===== config.mk =====
export PLATFORM = sky130hd
export DESIGN_NAME = wrr_decode_flat
export DESIGN_NICKNAME = d
export VERILOG_FILES = /design/src/wrr_rank_pkg.sv /design/src/wrr_cmd_if.sv /design/src/wrr_decode.sv /design/src/flat_wrapper.sv
export VERILOG_INCLUDE_DIRS = /design/src
export SDC_FILE = /design/constraint.sdc
export NUM_CORES = 1
export LEC_CHECK = 0
export CELL_PAD_IN_SITES_DETAIL_PLACEMENT = 0
export CELL_PAD_IN_SITES_GLOBAL_PLACEMENT = 1
export CORE_AREA = 2 2 100 102
export DETAILED_ROUTE_END_ITERATION = 7
export DIE_AREA = 0 0 102 104
export DONT_BUFFER_PORTS = 1
export PLACE_DENSITY = 0.3
export SLEW_MARGIN = 10
export SYNTH_ARGS = -nofsm -noshare
export SYNTH_HDL_FRONTEND = slang
export SYNTH_SLANG_ARGS = --single-unit

===== constraint.sdc =====
create_clock -name vclk -period 2.4
set_clock_uncertainty 0.05 [all_clocks]
set_input_delay 0.24 -clock vclk [all_inputs]
set_output_delay 0.24 -clock vclk [all_outputs]
set_load 0.01 [all_outputs]

===== src/wrr_rank_defines.svh =====
`ifndef WRR_RANK_DEFINES_SVH
`define WRR_RANK_DEFINES_SVH

// Flow table geometry
`define WRR_PORTS        5
`define WRR_CLASSES      32
`define WRR_FLOWS        160

// Field widths
`define WRR_CLASS_W      5
`define WRR_PORT_W       3
`define WRR_PORT_BYTE_W  8     // One-hot port byte in the input tuple
`define WRR_ROUND_W      11
`define WRR_OVF_W        2
`define WRR_WEIGHT_W     8
`define WRR_WORD_W       32    // Rank output and dequeue word
`define WRR_INFO_W       12    // PIFO info, always zero here

`define WRR_MAX_ROUND    2047

// One-hot port byte codes, anything else is the CPU port
`define WRR_PORT0_CODE   8'h01
`define WRR_PORT1_CODE   8'h04
`define WRR_PORT2_CODE   8'h10
`define WRR_PORT3_CODE   8'h40

`endif


===== src/wrr_rank_pkg.sv =====
`include "wrr_rank_defines.svh"

package wrr_rank_pkg;

   // Port id above class
   typedef logic [`WRR_PORT_W+`WRR_CLASS_W-1:0] flow_idx_t;

   // Rank field of the output word, the spare bit sits just above the PIFO info
   typedef struct packed
   {
      logic [`WRR_OVF_W-1:0]   ovf;
      logic [`WRR_ROUND_W-1:0] round;
      logic [`WRR_CLASS_W-1:0] cls;
      logic                    pad;
   } rank_t;

   // Per-flow state, also the readback layout
   typedef struct packed
   {
      logic [`WRR_OVF_W-1:0]    ovf;
      logic [`WRR_ROUND_W-1:0]  round;
      logic [`WRR_WEIGHT_W-1:0] cfg_weight;
      logic [`WRR_WEIGHT_W-1:0] weight;
   } flow_state_t;

   // Last dequeued position of one port
   typedef struct packed
   {
      logic                    valid;
      logic [`WRR_OVF_W-1:0]   ovf;
      logic [`WRR_ROUND_W-1:0] round;
   } dq_info_t;

endpackage


===== src/wrr_cmd_if.sv =====
`include "wrr_rank_defines.svh"

// Decoded packet and dequeue info, valid in the current cycle only
interface wrr_cmd_if;

   logic                      pkt_valid;
   wrr_rank_pkg::flow_idx_t   pkt_flow;
   logic [`WRR_CLASS_W-1:0]   pkt_class;
   wrr_rank_pkg::dq_info_t    dq [`WRR_PORTS];   // One entry per output port

   modport decode
   (
      output pkt_valid,
      output pkt_flow,
      output pkt_class,
      output dq
   );

   modport execute
   (
      input pkt_valid,
      input pkt_flow,
      input pkt_class,
      input dq
   );

endinterface


===== src/wrr_decode.sv =====
`include "wrr_rank_defines.svh"

module wrr_decode
(
   input  logic                                   pkt_valid_i,
   input  logic [`WRR_PORT_BYTE_W+`WRR_CLASS_W-1:0] pkt_data_i,
   input  logic [`WRR_WORD_W-1:0]                 dq_info0_i,
   input  logic [`WRR_WORD_W-1:0]                 dq_info1_i,
   input  logic [`WRR_WORD_W-1:0]                 dq_info2_i,
   input  logic [`WRR_WORD_W-1:0]                 dq_info3_i,
   input  logic [`WRR_WORD_W-1:0]                 dq_info4_i,
   wrr_cmd_if.decode                              cmd
);

   // Dequeue word layout, valid on top then overflow and round
   localparam int VALID_BIT = `WRR_WORD_W - 1;
   localparam int OVF_HI    = VALID_BIT - 1;
   localparam int OVF_LO    = OVF_HI - `WRR_OVF_W + 1;
   localparam int ROUND_HI  = OVF_LO - 1;
   localparam int ROUND_LO  = ROUND_HI - `WRR_ROUND_W + 1;

   logic [`WRR_PORT_BYTE_W-1:0] port_byte;
   logic [`WRR_CLASS_W-1:0]     pkt_class;
   logic [`WRR_PORT_W-1:0]      port_id;
   logic [`WRR_WORD_W-1:0]      dq_word [`WRR_PORTS];

   assign port_byte = pkt_data_i[`WRR_PORT_BYTE_W+`WRR_CLASS_W-1:`WRR_CLASS_W];
   assign pkt_class = pkt_data_i[`WRR_CLASS_W-1:0];

   assign dq_word[0] = dq_info0_i;
   assign dq_word[1] = dq_info1_i;
   assign dq_word[2] = dq_info2_i;
   assign dq_word[3] = dq_info3_i;
   assign dq_word[4] = dq_info4_i;

   // One-hot port byte to port id
   always_comb
   begin
      case (port_byte)
         `WRR_PORT0_CODE: port_id = 3'd0;
         `WRR_PORT1_CODE: port_id = 3'd1;
         `WRR_PORT2_CODE: port_id = 3'd2;
         `WRR_PORT3_CODE: port_id = 3'd3;
         default:         port_id = 3'd4;   // CPU port
      endcase
   end

   assign cmd.pkt_valid = pkt_valid_i;
   assign cmd.pkt_flow  = {port_id, pkt_class};
   assign cmd.pkt_class = pkt_class;

   // Unpack the dequeue words, the low bits carry class and info and are not needed
   always_comb
   begin
      for (int p = 0; p < `WRR_PORTS; p++)
      begin
         cmd.dq[p].valid = dq_word[p][VALID_BIT];
         cmd.dq[p].ovf   = dq_word[p][OVF_HI:OVF_LO];
         cmd.dq[p].round = dq_word[p][ROUND_HI:ROUND_LO];
      end
   end

endmodule


===== src/flat_wrapper.sv =====
// flat-port wrapper written by rule: the top's interface ports become plain ports
module wrr_decode_flat 
  (pkt_valid_i, pkt_data_i, dq_info0_i, dq_info1_i, dq_info2_i, dq_info3_i, dq_info4_i, cmd_pkt_valid, cmd_pkt_flow, cmd_pkt_class, cmd_dq);
  wrr_cmd_if cmd_i ();
  input  logic pkt_valid_i;
  input  logic [`WRR_PORT_BYTE_W+`WRR_CLASS_W-1:0] pkt_data_i;
  input  logic [`WRR_WORD_W-1:0] dq_info0_i;
  input  logic [`WRR_WORD_W-1:0] dq_info1_i;
  input  logic [`WRR_WORD_W-1:0] dq_info2_i;
  input  logic [`WRR_WORD_W-1:0] dq_info3_i;
  input  logic [`WRR_WORD_W-1:0] dq_info4_i;
  output wire logic [$bits(cmd_i.pkt_valid)-1:0] cmd_pkt_valid;
  output wire logic [$bits(cmd_i.pkt_flow)-1:0] cmd_pkt_flow;
  output wire logic [$bits(cmd_i.pkt_class)-1:0] cmd_pkt_class;
  output wire logic [$bits(cmd_i.dq)-1:0] cmd_dq;
  assign cmd_pkt_valid = cmd_i.pkt_valid;
  assign cmd_pkt_flow = cmd_i.pkt_flow;
  assign cmd_pkt_class = cmd_i.pkt_class;
  assign cmd_dq = {>>{cmd_i.dq}};
  wrr_decode u_core (.pkt_valid_i(pkt_valid_i), .pkt_data_i(pkt_data_i), .dq_info0_i(dq_info0_i), .dq_info1_i(dq_info1_i), .dq_info2_i(dq_info2_i), .dq_info3_i(dq_info3_i), .dq_info4_i(dq_info4_i), .cmd(cmd_i));
endmodule

==> impl_metrics.tcl <==
set metrics [dict create \
    status "finished clean" \
    crit_required_ps 2110 \
    p_clk_share_pct 0 \
    switching_share_pct 38.0 \
    rsz0062_at_grt "false" \
    endpoint_kind "primary output" \
    vias_per_cell 1.18 \
    p_per_area_mw_per_mm2 34.8 \
    ant_nets 0 \
    die_area_mm2 0.0106 \
    fin_area_um2 234 \
    detail_route.wl_per_cell_um 8.13 \
    tightest_slew_ps 528 \
    min_to "cmd_dq[14]" \
    postCtsHoldBufs 0 \
    firstDrtPassIters 2 \
    p_switching_mw 0.00309 \
    final-hold-violation-count 0 \
    regArea_um2 0 \
    synthAdderAreaFrac_pct 0 \
    min_period_over_period_pct 64.0 \
    nFlopsAndLatches 0 \
    slew_headroom_pct 64.5 \
    seqPwrFrac_pct 0 \
    synthSimpleGateAreaFrac_pct 5.00 \
    grt_start_max_net_pins 5 \
    worstSetupPathType "primary input to primary output" \
    synth_area_um2 676 \
    nets 185 \
    setup_violations 0 \
    crit_chain "or4_4 -> nor4_1" \
    synth_top_area_cell "buf_4" \
    path_max_fanout 3 \
    grt_pass1_vias 177 \
    cp.arrival_ps 1240 \
    clock.fmax_mhz 651 \
    dp_worst_setup_slack_ps 851 \
    start_kind "primary input" \
    track_usage_pct 1.77 \
    drc_errors 0 \
    die_h_um 104 \
    grt-ovfl-total 0 \
    synthCells 90 \
    drive_above_1_share_pct 11.1 \
    combinationalPowerShare_pct 100.0 \
    period_needed_ps 1530 \
    hold_class "primary input to primary output" \
    setup_slack_ps 865 \
    io_pins 258 \
    synth_area_leaders "buf_4 90%, xnor2_1 3.9%, nor4_1 1.9%" \
    fp-row-count 36 \
    placed_area_um2 234 \
    top_layer "met4" \
    synthMuxAreaShare_pct 0 \
    utilization_pct 2.45 \
    cts_resized 0 \
    synth_top_area_share_pct 90.0 \
    finalWeightedCongestion 0.516 \
    cts_setup_buffers 0 \
    drv_cap 0 \
    hp-start "dq_info3_i[18]" \
    crit_family "simple AND/OR/NAND/NOR gates" \
    ys_seq_area_share_pct 0 \
    area_growth_pct -65.4 \
    synth_compound_area_share_pct 1.11 \
    drt-initial-drc-count 4 \
    max_stage_delay_ps 530 \
    syn-num-nets 264 \
    fill_cells 1181 \
    intPower_mw 0.00504 \
    die_w_um 102 \
    synth.avg_cell_area_um2 7.51 \
    nClkBuffers 0 \
    start_util_pct 7.08 \
    synth_xor_area_share_pct 3.89 \
    holdPathStages 0 \
    coreArea_mm2 0.00955 \
    wirelength_mm 1.15 \
    drv_slew 0 \
    critPathSlowestCell "or4_4" \
    via_count 168 \
    multi_input_area_um2 67.6 \
    tns_ps 0 \
    m1WireLength_um 118 \
    synth.distinct_cells 6 \
    diodes 0 \
    final_cell_mix "3 x xnor2_1, 2 x nor4_1, 2 x nor3_1, 1 x or4_4, 1 x o21bai_1" \
    grt_pass1_wl_mm 1.33 \
    wl_met3_um 452 \
    antenna_found_initial 0 \
    layout_commonest_cell "xnor2_1" \
    vdd_drop_max_mv 0.0126 \
    wl_met2_um 428 \
    synth_top_family_by_area "buffers and inverters" \
    yosysWarnings 0 \
    portBuffers 0 \
    p_leak_nw 0.0188 \
    path_buf_inv 0 \
]
[cell type report]
class / count / area share, %
Tap cell: 133 / 71.1
Multi-Input combinational cell: 9 / 28.9
[stage by stage]
step           std cells  total power [mW]  hold WS [ps]
2_1_floorplan         90             0.146           483
3_3_place_gp         142           0.00797           430
3_5_place_dp         142           0.00802           430
4_1_cts              142           0.00818           430
5_1_grt              142           0.00886           430
6_report             142           0.00814           430
[synth_stat cells]
library cell and instances:
buf_4 81, nor4_1 2, nor3_1 2, o21bai_1 1
xnor2_1 3, or4_4 1
[logic make-up (layout without fill, tap and decap cells)]
family / after synthesis / in the layout
buffers and inverters: 81 / 0
XOR/XNOR: 3 / 3
AND/OR/NAND/NOR: 5 / 5
AO/OA/AOI/OAI: 1 / 1
[metal layers]
metal | GRT usage [%] | up-vias
met3 | 2.96 | 35
met1 | 0.405 | 64
li1 | - | 36
met2 | 2.26 | 33
met5 | 0 | -
met4 | 2.67 | 0
[power groups by stage]
stage / Clock, mW / Sequential [mW] / Combinational [mW]
global placement: 0 / 0 / 0.00797
CTS: 0 / 0 / 0.00818
floorplan: 0 / 0 / 0.146
global route: 0 / 0 / 0.00886
detailed placement: 0 / 0 / 0.00802
finish: 0 / 0 / 0.00814
[worst max path at each step]
stage          slack, ps  depth (start not counted)           start              end
2_1_floorplan        920                          2  pkt_data_i[10]  cmd_pkt_flow[5]
3_3_place_gp         860                          2  pkt_data_i[10]  cmd_pkt_flow[5]
3_5_place_dp         850                          2  pkt_data_i[10]  cmd_pkt_flow[5]
4_1_cts              860                          2  pkt_data_i[10]  cmd_pkt_flow[5]
5_1_grt              830                          2  pkt_data_i[10]  cmd_pkt_flow[5]
6_report             870                          2  pkt_data_i[10]  cmd_pkt_flow[5]
(Power assumes the default switching activity.)
