--- config.mk ---
export PLATFORM = sky130hd
export DESIGN_NAME = wrr_result
export DESIGN_NICKNAME = d
export VERILOG_FILES = /design/src/wrr_rank_pkg.sv /design/src/wrr_result.sv
export VERILOG_INCLUDE_DIRS = /design/src
export SDC_FILE = /design/constraint.sdc
export NUM_CORES = 1
export LEC_CHECK = 0
export BUFFER_PORTS_ARGS = -buffer_cell sky130_fd_sc_hd__clkbuf_2
export CAP_MARGIN = 20
export CELL_PAD_IN_SITES_DETAIL_PLACEMENT = 0
export CELL_PAD_IN_SITES_GLOBAL_PLACEMENT = 1
export CORE_MARGIN = 2
export CORE_UTILIZATION = 29
export CTS_CLUSTER_DIAMETER = 60
export DETAILED_ROUTE_END_ITERATION = 7
export PLACE_DENSITY = 0.86
export SYNTH_ARGS = -nofsm -noshare
export SYNTH_HDL_FRONTEND = slang
export SYNTH_SLANG_ARGS = --single-unit
export TNS_END_PERCENT = 10
--- constraint.sdc ---
create_clock -name clk_control -period 0.8 [get_ports clk_control]
set_input_delay 0.12 -clock clk_control [delete_from_list [all_inputs] [get_ports clk_control]]
set_output_delay 0.12 -clock clk_control [all_outputs]
set_load 0.02 [all_outputs]
--- src/wrr_rank_defines.svh ---
`ifndef WRR_RANK_DEFINES_SVH
`define WRR_RANK_DEFINES_SVH

// Flow table geometry
`define WRR_PORTS        5
`define WRR_CLASSES      32
`define WRR_FLOWS        160

// Field widths
`define WRR_CLASS_W      5
`define WRR_PORT_W       3
`define WRR_PORT_BYTE_W  8     // One-hot port byte in the input tuple
`define WRR_ROUND_W      11
`define WRR_OVF_W        2
`define WRR_WEIGHT_W     8
`define WRR_WORD_W       32    // Rank output and dequeue word
`define WRR_INFO_W       12    // PIFO info, always zero here

`define WRR_MAX_ROUND    2047

// One-hot port byte codes, anything else is the CPU port
`define WRR_PORT0_CODE   8'h01
`define WRR_PORT1_CODE   8'h04
`define WRR_PORT2_CODE   8'h10
`define WRR_PORT3_CODE   8'h40

`endif

--- src/wrr_rank_pkg.sv ---
`include "wrr_rank_defines.svh"

package wrr_rank_pkg;

   // Port id above class
   typedef logic [`WRR_PORT_W+`WRR_CLASS_W-1:0] flow_idx_t;

   // Rank field of the output word, the spare bit sits just above the PIFO info
   typedef struct packed
   {
      logic [`WRR_OVF_W-1:0]   ovf;
      logic [`WRR_ROUND_W-1:0] round;
      logic [`WRR_CLASS_W-1:0] cls;
      logic                    pad;
   } rank_t;

   // Per-flow state, also the readback layout
   typedef struct packed
   {
      logic [`WRR_OVF_W-1:0]    ovf;
      logic [`WRR_ROUND_W-1:0]  round;
      logic [`WRR_WEIGHT_W-1:0] cfg_weight;
      logic [`WRR_WEIGHT_W-1:0] weight;
   } flow_state_t;

   // Last dequeued position of one port
   typedef struct packed
   {
      logic                    valid;
      logic [`WRR_OVF_W-1:0]   ovf;
      logic [`WRR_ROUND_W-1:0] round;
   } dq_info_t;

endpackage

--- src/wrr_result.sv ---
`include "wrr_rank_defines.svh"

module wrr_result
(
   input  logic                      clk_control,
   input  logic                      clk_control_rst_low,
   input  logic                      rank_valid_i,
   input  wrr_rank_pkg::rank_t       rank_i,
   input  logic                      rd_valid_i,
   input  wrr_rank_pkg::flow_idx_t   rd_index_i,
   input  wrr_rank_pkg::flow_state_t rd_state_i,
   output logic                      rank_valid_o,
   output logic [`WRR_WORD_W-1:0]    rank_data_o,
   output logic                      cpu_rd_valid_o,
   output wrr_rank_pkg::flow_idx_t   cpu_rd_index_o,
   output logic [`WRR_WORD_W-1:0]    cpu_rd_data_o
);

   localparam int RD_PAD_W = `WRR_WORD_W - $bits(wrr_rank_pkg::flow_state_t);

   always_ff @(posedge clk_control)
   begin
      if (clk_control_rst_low)
      begin
         rank_valid_o   <= 1'b0;
         rank_data_o    <= '0;
         cpu_rd_valid_o <= 1'b0;
         cpu_rd_index_o <= '0;
         cpu_rd_data_o  <= '0;
      end
      else
      begin
         rank_valid_o   <= rank_valid_i;
         cpu_rd_valid_o <= rd_valid_i;

         // Valid bit, rank, then the unused PIFO info
         if (rank_valid_i)
            rank_data_o <= {1'b1, rank_i, {`WRR_INFO_W{1'b0}}};
         else
            rank_data_o <= '0;

         if (rd_valid_i)
         begin
            cpu_rd_index_o <= rd_index_i;
            cpu_rd_data_o  <= {{RD_PAD_W{1'b0}}, rd_state_i};
         end
         else
         begin
            cpu_rd_index_o <= '0;
            cpu_rd_data_o  <= '0;
         end
      end
   end

endmodule

==> out/results.ini, run 1 <==
[worst_setup_path]
cp_max_fo=2
cp_num_buf_inv=1
worst_setup_path_end_kind=primary output
worstSetupPathType=register to primary output
cp-start-kind=register
arrival_ns=0.81
slowest_stage=dfxtp_4
path_cells=buf_8
path_delay_family=flip-flops
max_stage_delay_ns=0.36
critPathRequiredTime_ns=0.68

[timing]
rsz0062_at_grt=true
setup_violations=59
finalCriticalPeriod_ns=0.9283
max_freq_mhz=1077
worst_slack_ns=-0.1283
timing.setup.tns_ns=-4.971
final_max_slew_viol_count=0
hold_viol=0
min_period_over_period_pct=116.0

[global_routing]
grt_usage_pct=12.32
antenna_found_initial=0
grt_max_degree=39
grt_pass1_vias=1402
overflow=0
grt_pass1_wl_um=6617

[cts]
clock-sinks=58
cts_tree=built
cts_buffers=9
clk_pin_slew_worst_paths_ns=0.07
clockBufferDepth=2
htreeDepth=3
hold_buffers=0
cts_root_buffer=clkbuf_8
cts_setup_buffers=0

[yosys]
yosysSeqAreaShare_pct=61.91
ys_warn_count=0
synthXorXnorAreaFrac_pct=0
synth_top_family_by_area=simple AND/OR/NAND/NOR gates
ys_types=8
synthAdderAreaFrac_pct=0
synthSimpleGateAreaFrac_pct=26.82
netlist_instances=145
synth_compound_area_share_pct=0
synth_mux_area_share_pct=0
synth_seq_cells=58
netlist_area_um2=1876
synth.avg_cell_area_um2=12.93

[final_layout]
synthToLayoutAreaGrowth_pct=76.92
diodes=0
layout_common_cells=clkbuf_2, buf_8, dfxtp_2
design.final.nets=323
nFillCells=539
drive_gt1_share_pct=72.39

[power]
total_power_uw=6530
p_per_area_nw_per_um2=1968
p_leak_uw=0.001745
ir_worst_vdd_uv=1143

[detailed_routing]
wire_per_inst_um=12.70
num_vias=1418
drtPass1Iterations=4
drc=0
ant_nets=0
drt-vias-per-instance=4.110
finalWirelength_um=4383
drt_iter0_markers=15

[placed_design]
gp_congestion=0.6890
preCtsSetupSlack_ns=0.05220
io_buffers=118

[floorplanning]
core-area_um2=6314
initial_core_util_pct=29.71
dieArea_um2=7127
die_h_um=84.42
dieWidth_um=84.42
io_pins=134
num_rows=29

[worst_hold_path]
worstHoldPathCells=2
hold_path_startpoint=rd_index_i[5]
holdCritPathClass=primary input to register
min_to=cpu_rd_index_o[5]

[run]
maxCapViolations=0

[status]
violations=negative setup slack
status=finished with violations

[synth_stat cells, drive strengths merged]
cell	number	share of area, %
clkbuf	3	0.60
conb	1	0.20
buf	25	10
nor2b	2	0.67
and3b	56	26
dfxtp	58	62
[metal layers]
metal	vias up	wire length [um]	track usage (%)
met5	-	0	0
met4	0	105	7.359
li1	690	-	-
met1	637	1589	12.50
met3	9	378	3.736
met2	82	2309	22.15
[cells by family (layout without fill, tap and decap cells)]
family | count (synthesis) | after routing
and+or+nand+nor | 58 | 58
other | 1 | 15
DFF | 58 | 58
buffers and inverters | 28 | 137
[power by group]
group          switching [uW]  internal [uW]  leakage (uW)
clock network            1110           1420     0.0000958
registers                76.9           3030      0.000499
logic                     387            512       0.00115
total                    1570           4960       0.00174
[through the flow]
step           instances  hold slack [ns]  utilization [%]  area, um2
4_1_cts              345         0.007232            51.17       3231
6_report             345          0.02681            52.56       3318
5_1_grt              345         0.008762            52.56       3318
2_1_floorplan        159           0.2757                -       1928
3_3_place_gp         329           0.3553            39.08       2467
3_5_place_dp         329           0.3610            39.08       2467
[area by class of cell]
| cell class | instances | area, um2 | area share (%) |
|---|---|---|---|
| multi-input cells | 73 | 559.3 | 16.86 |
| clock buffers | 10 | 127.6 | 3.846 |
| clock inverters | 6 | 57.56 | 1.735 |
| well taps | 77 | 96.34 | 2.903 |
| flip-flops and latches | 58 | 1236 | 37.26 |
| repair buffers | 121 | 1241 | 37.41 |
[sequential cells by signal, summed over array words and instances (netlist names)]
name and cells:
cpu_rd_data_o 29, cpu_rd_valid_o 1, cpu_rd_index_o 8, rank_data_o 20
[worst max-delay path by stage]
stage,start,to,depth (start not counted)
3_5_place_dp,clk_control_rst_low,cpu_rd_data_o[8],3
5_1_grt,rank_data_o[31],rank_valid_o,1
2_1_floorplan,rank_data_o[31],rank_data_o[31],1
3_3_place_gp,clk_control_rst_low,cpu_rd_data_o[20],3
6_report,rank_data_o[31],rank_data_o[31],1
4_1_cts,rank_data_o[31],rank_valid_o,1
[repair_timing]
item | 4_1_cts | 5_1_grt
endpoints found under the hold margin | 0 | 0
setup endpoints to repair | 59 | 59
cloned | 0 | 0
gates resized for setup | 166 | 69
No activity file was read; power rests on OpenSTA's default activity.
==> inputs of run 2 (changes only) <==
Settings changed: CELL_PAD_IN_SITES_DETAIL_PLACEMENT 0 to 1, HOLD_SLACK_MARGIN from default to 0.05.
==> run 2 against run 1 <==
- the flow still finishes with violations (negative setup slack)
- cell count is 16% higher
- critical path depth stayed put
- global-route usage is 7.1 points higher
- fmax is 0.77% lower
- clock power is 2% lower
- setup slack worse by 0.0072 ns
- hold slack better by 0.19 ns
- sequential share of layout area is 5.3 points lower
- sequential power hardly changed
- clock-buffer cell count is 2 higher
- first-iteration DRC count is 67% higher
==> out/results.ini, run 2 (synthesis gave the netlist of run 1 again) <==
[detailed_routing]
ant_nets=0  ; unchanged
finalWirelength_um=7147  ; +63%
drtPass1Iterations=4  ; unchanged
drt_iter0_markers=25  ; +10
wire_per_inst_um=17.87  ; +41%
drc=0  ; unchanged
drt-vias-per-instance=4.270  ; +3.9%
num_vias=1708  ; +20%

[global_routing]
overflow=0  ; unchanged
grt_max_degree=39  ; unchanged
grt_pass1_wl_um=10450  ; +58%
grt_pass1_vias=1948  ; +39%
antenna_found_initial=1  ; +1
grt_usage_pct=19.44  ; +7.1 points

[worst_setup_path]
arrival_ns=0.82  ; about the same
cp-start-kind=register
cp_num_buf_inv=1  ; unchanged
path_cells=buf_8
max_stage_delay_ns=0.36  ; about the same
slowest_stage=dfxtp_4
cp_max_fo=2  ; unchanged
worstSetupPathType=register to primary output
path_delay_family=flip-flops
worst_setup_path_end_kind=primary output
cp.depth=1  ; unchanged
critPathRequiredTime_ns=0.68  ; about the same

[timing]
worst_slack_ns=-0.1355  ; -0.007190 ns
hold_viol=0  ; unchanged
final_max_slew_viol_count=0  ; unchanged
timing.setup.tns_ns=-5.618  ; -0.6469 ns
max_freq_mhz=1069  ; -0.77%
hold_ws_ns=0.2206  ; +0.1938 ns
rsz0062_at_grt=true
min_period_over_period_pct=116.9  ; +0.90 points
finalCriticalPeriod_ns=0.9355  ; +0.007190 ns
setup_violations=59  ; unchanged

[power]
ir_worst_vdd_uv=1118  ; -2.2%
p_per_area_nw_per_um2=1740  ; -12%
p_leak_uw=0.001973  ; +13%

[cts]
htreeDepth=3  ; unchanged
cts_tree=built
clock-sinks=58  ; unchanged
clk_pin_slew_worst_paths_ns=0.07  ; about the same
clockBufferDepth=2  ; unchanged
cts_setup_buffers=0  ; unchanged
cts_buffers=9  ; unchanged
cts_root_buffer=clkbuf_8

[run]
maxCapViolations=0  ; unchanged

[floorplanning]
num_rows=29  ; unchanged
core-area_um2=6314  ; unchanged
io_pins=134  ; unchanged
dieArea_um2=7127  ; unchanged
dieWidth_um=84.42  ; unchanged
initial_core_util_pct=29.71  ; unchanged
die_h_um=84.42  ; unchanged

[placed_design]
dp_hpwl_um=3387
io_buffers=118  ; unchanged
gp_congestion=0.6890  ; unchanged
placed_area_um2=2467  ; unchanged

[final_layout]
design.final.nets=379  ; +17%
layout_common_cells=clkbuf_2, buf_8, dfxtp_2
drive_gt1_share_pct=59.94  ; -12 points
fin_util_pct=61.36  ; +8.8 points
regMostFlops=cpu_rd_data_o
synthToLayoutAreaGrowth_pct=106.5
largest_registers=cpu_rd_data_o (29), rank_data_o (20), cpu_rd_index_o (8)
final_area_um2=3874  ; +17%
largest_register_ffs=29  ; unchanged

[status]
status=finished with violations
violations=negative setup slack

[worst_hold_path]
worstHoldPathCells=3  ; +1
holdCritPathClass=primary input to register

## run 2: changes by cell type in the layout (fill, tap and decap cells not counted), sizes merged
cell | previous run | this run
dlygate4sd3 | 0 | 56
clkinv | 4 | 1
clkbuf | 69 | 71
bufinv | 1 | 0
diode | 0 | 1
## run 2: path summary, 6_finish.rpt
check | startpoint | to | slack (ns)
max | rank_data_o[31] | rank_data_o[31] | -0.14
min | clk_control_rst_low | cpu_rd_valid_o | 0.22
## run 2: per-stage QoR
stage	cells	worst slack, ns	power [uW]
2_1_floorplan	159	0.08513	3552
3_3_place_gp	329	0.06947	3771
3_5_place_dp	329	0.03315	3794
4_1_cts	399	-0.1517	6650
5_1_grt	400	-0.1709	7021
6_report	400	-0.1355	6741
## run 2: power by group
part           internal (uW)  switching (uW)  leakage, uW  total (uW)
clock                   1340            1120    0.0000903        2460
sequential              3030            87.6     0.000499        3120
combinational            691             477      0.00138        1170
## run 2: cell type report
class / instances / area [um2]
Timing Repair Buffer: 177 / 1802
Clock buffer: 12 / 165.2
Fill cell: 641 / 2440
Sequential cell: 58 / 1236
Clock inverter: 2 / 12.51
Antenna cell: 1 / 2.502
Multi-Input combinational cell: 73 / 559.3
Tap cell: 77 / 96.34
## run 2: repair_timing
item	in CTS	in global routing
gates cloned	0	0
resized for setup	176	60
setup endpoints to repair	59	59
endpoints found under the hold margin	56	0
hold buffers	56	0
## run 2: metal layers
layer,GRT usage [%],part of all wire [%],up-vias
met3,6.391,6.3,12
li1,-,-,801
met5,0,0,-
met2,37.95,57,86
met4,7.071,1.9,0
met1,18.82,35,809
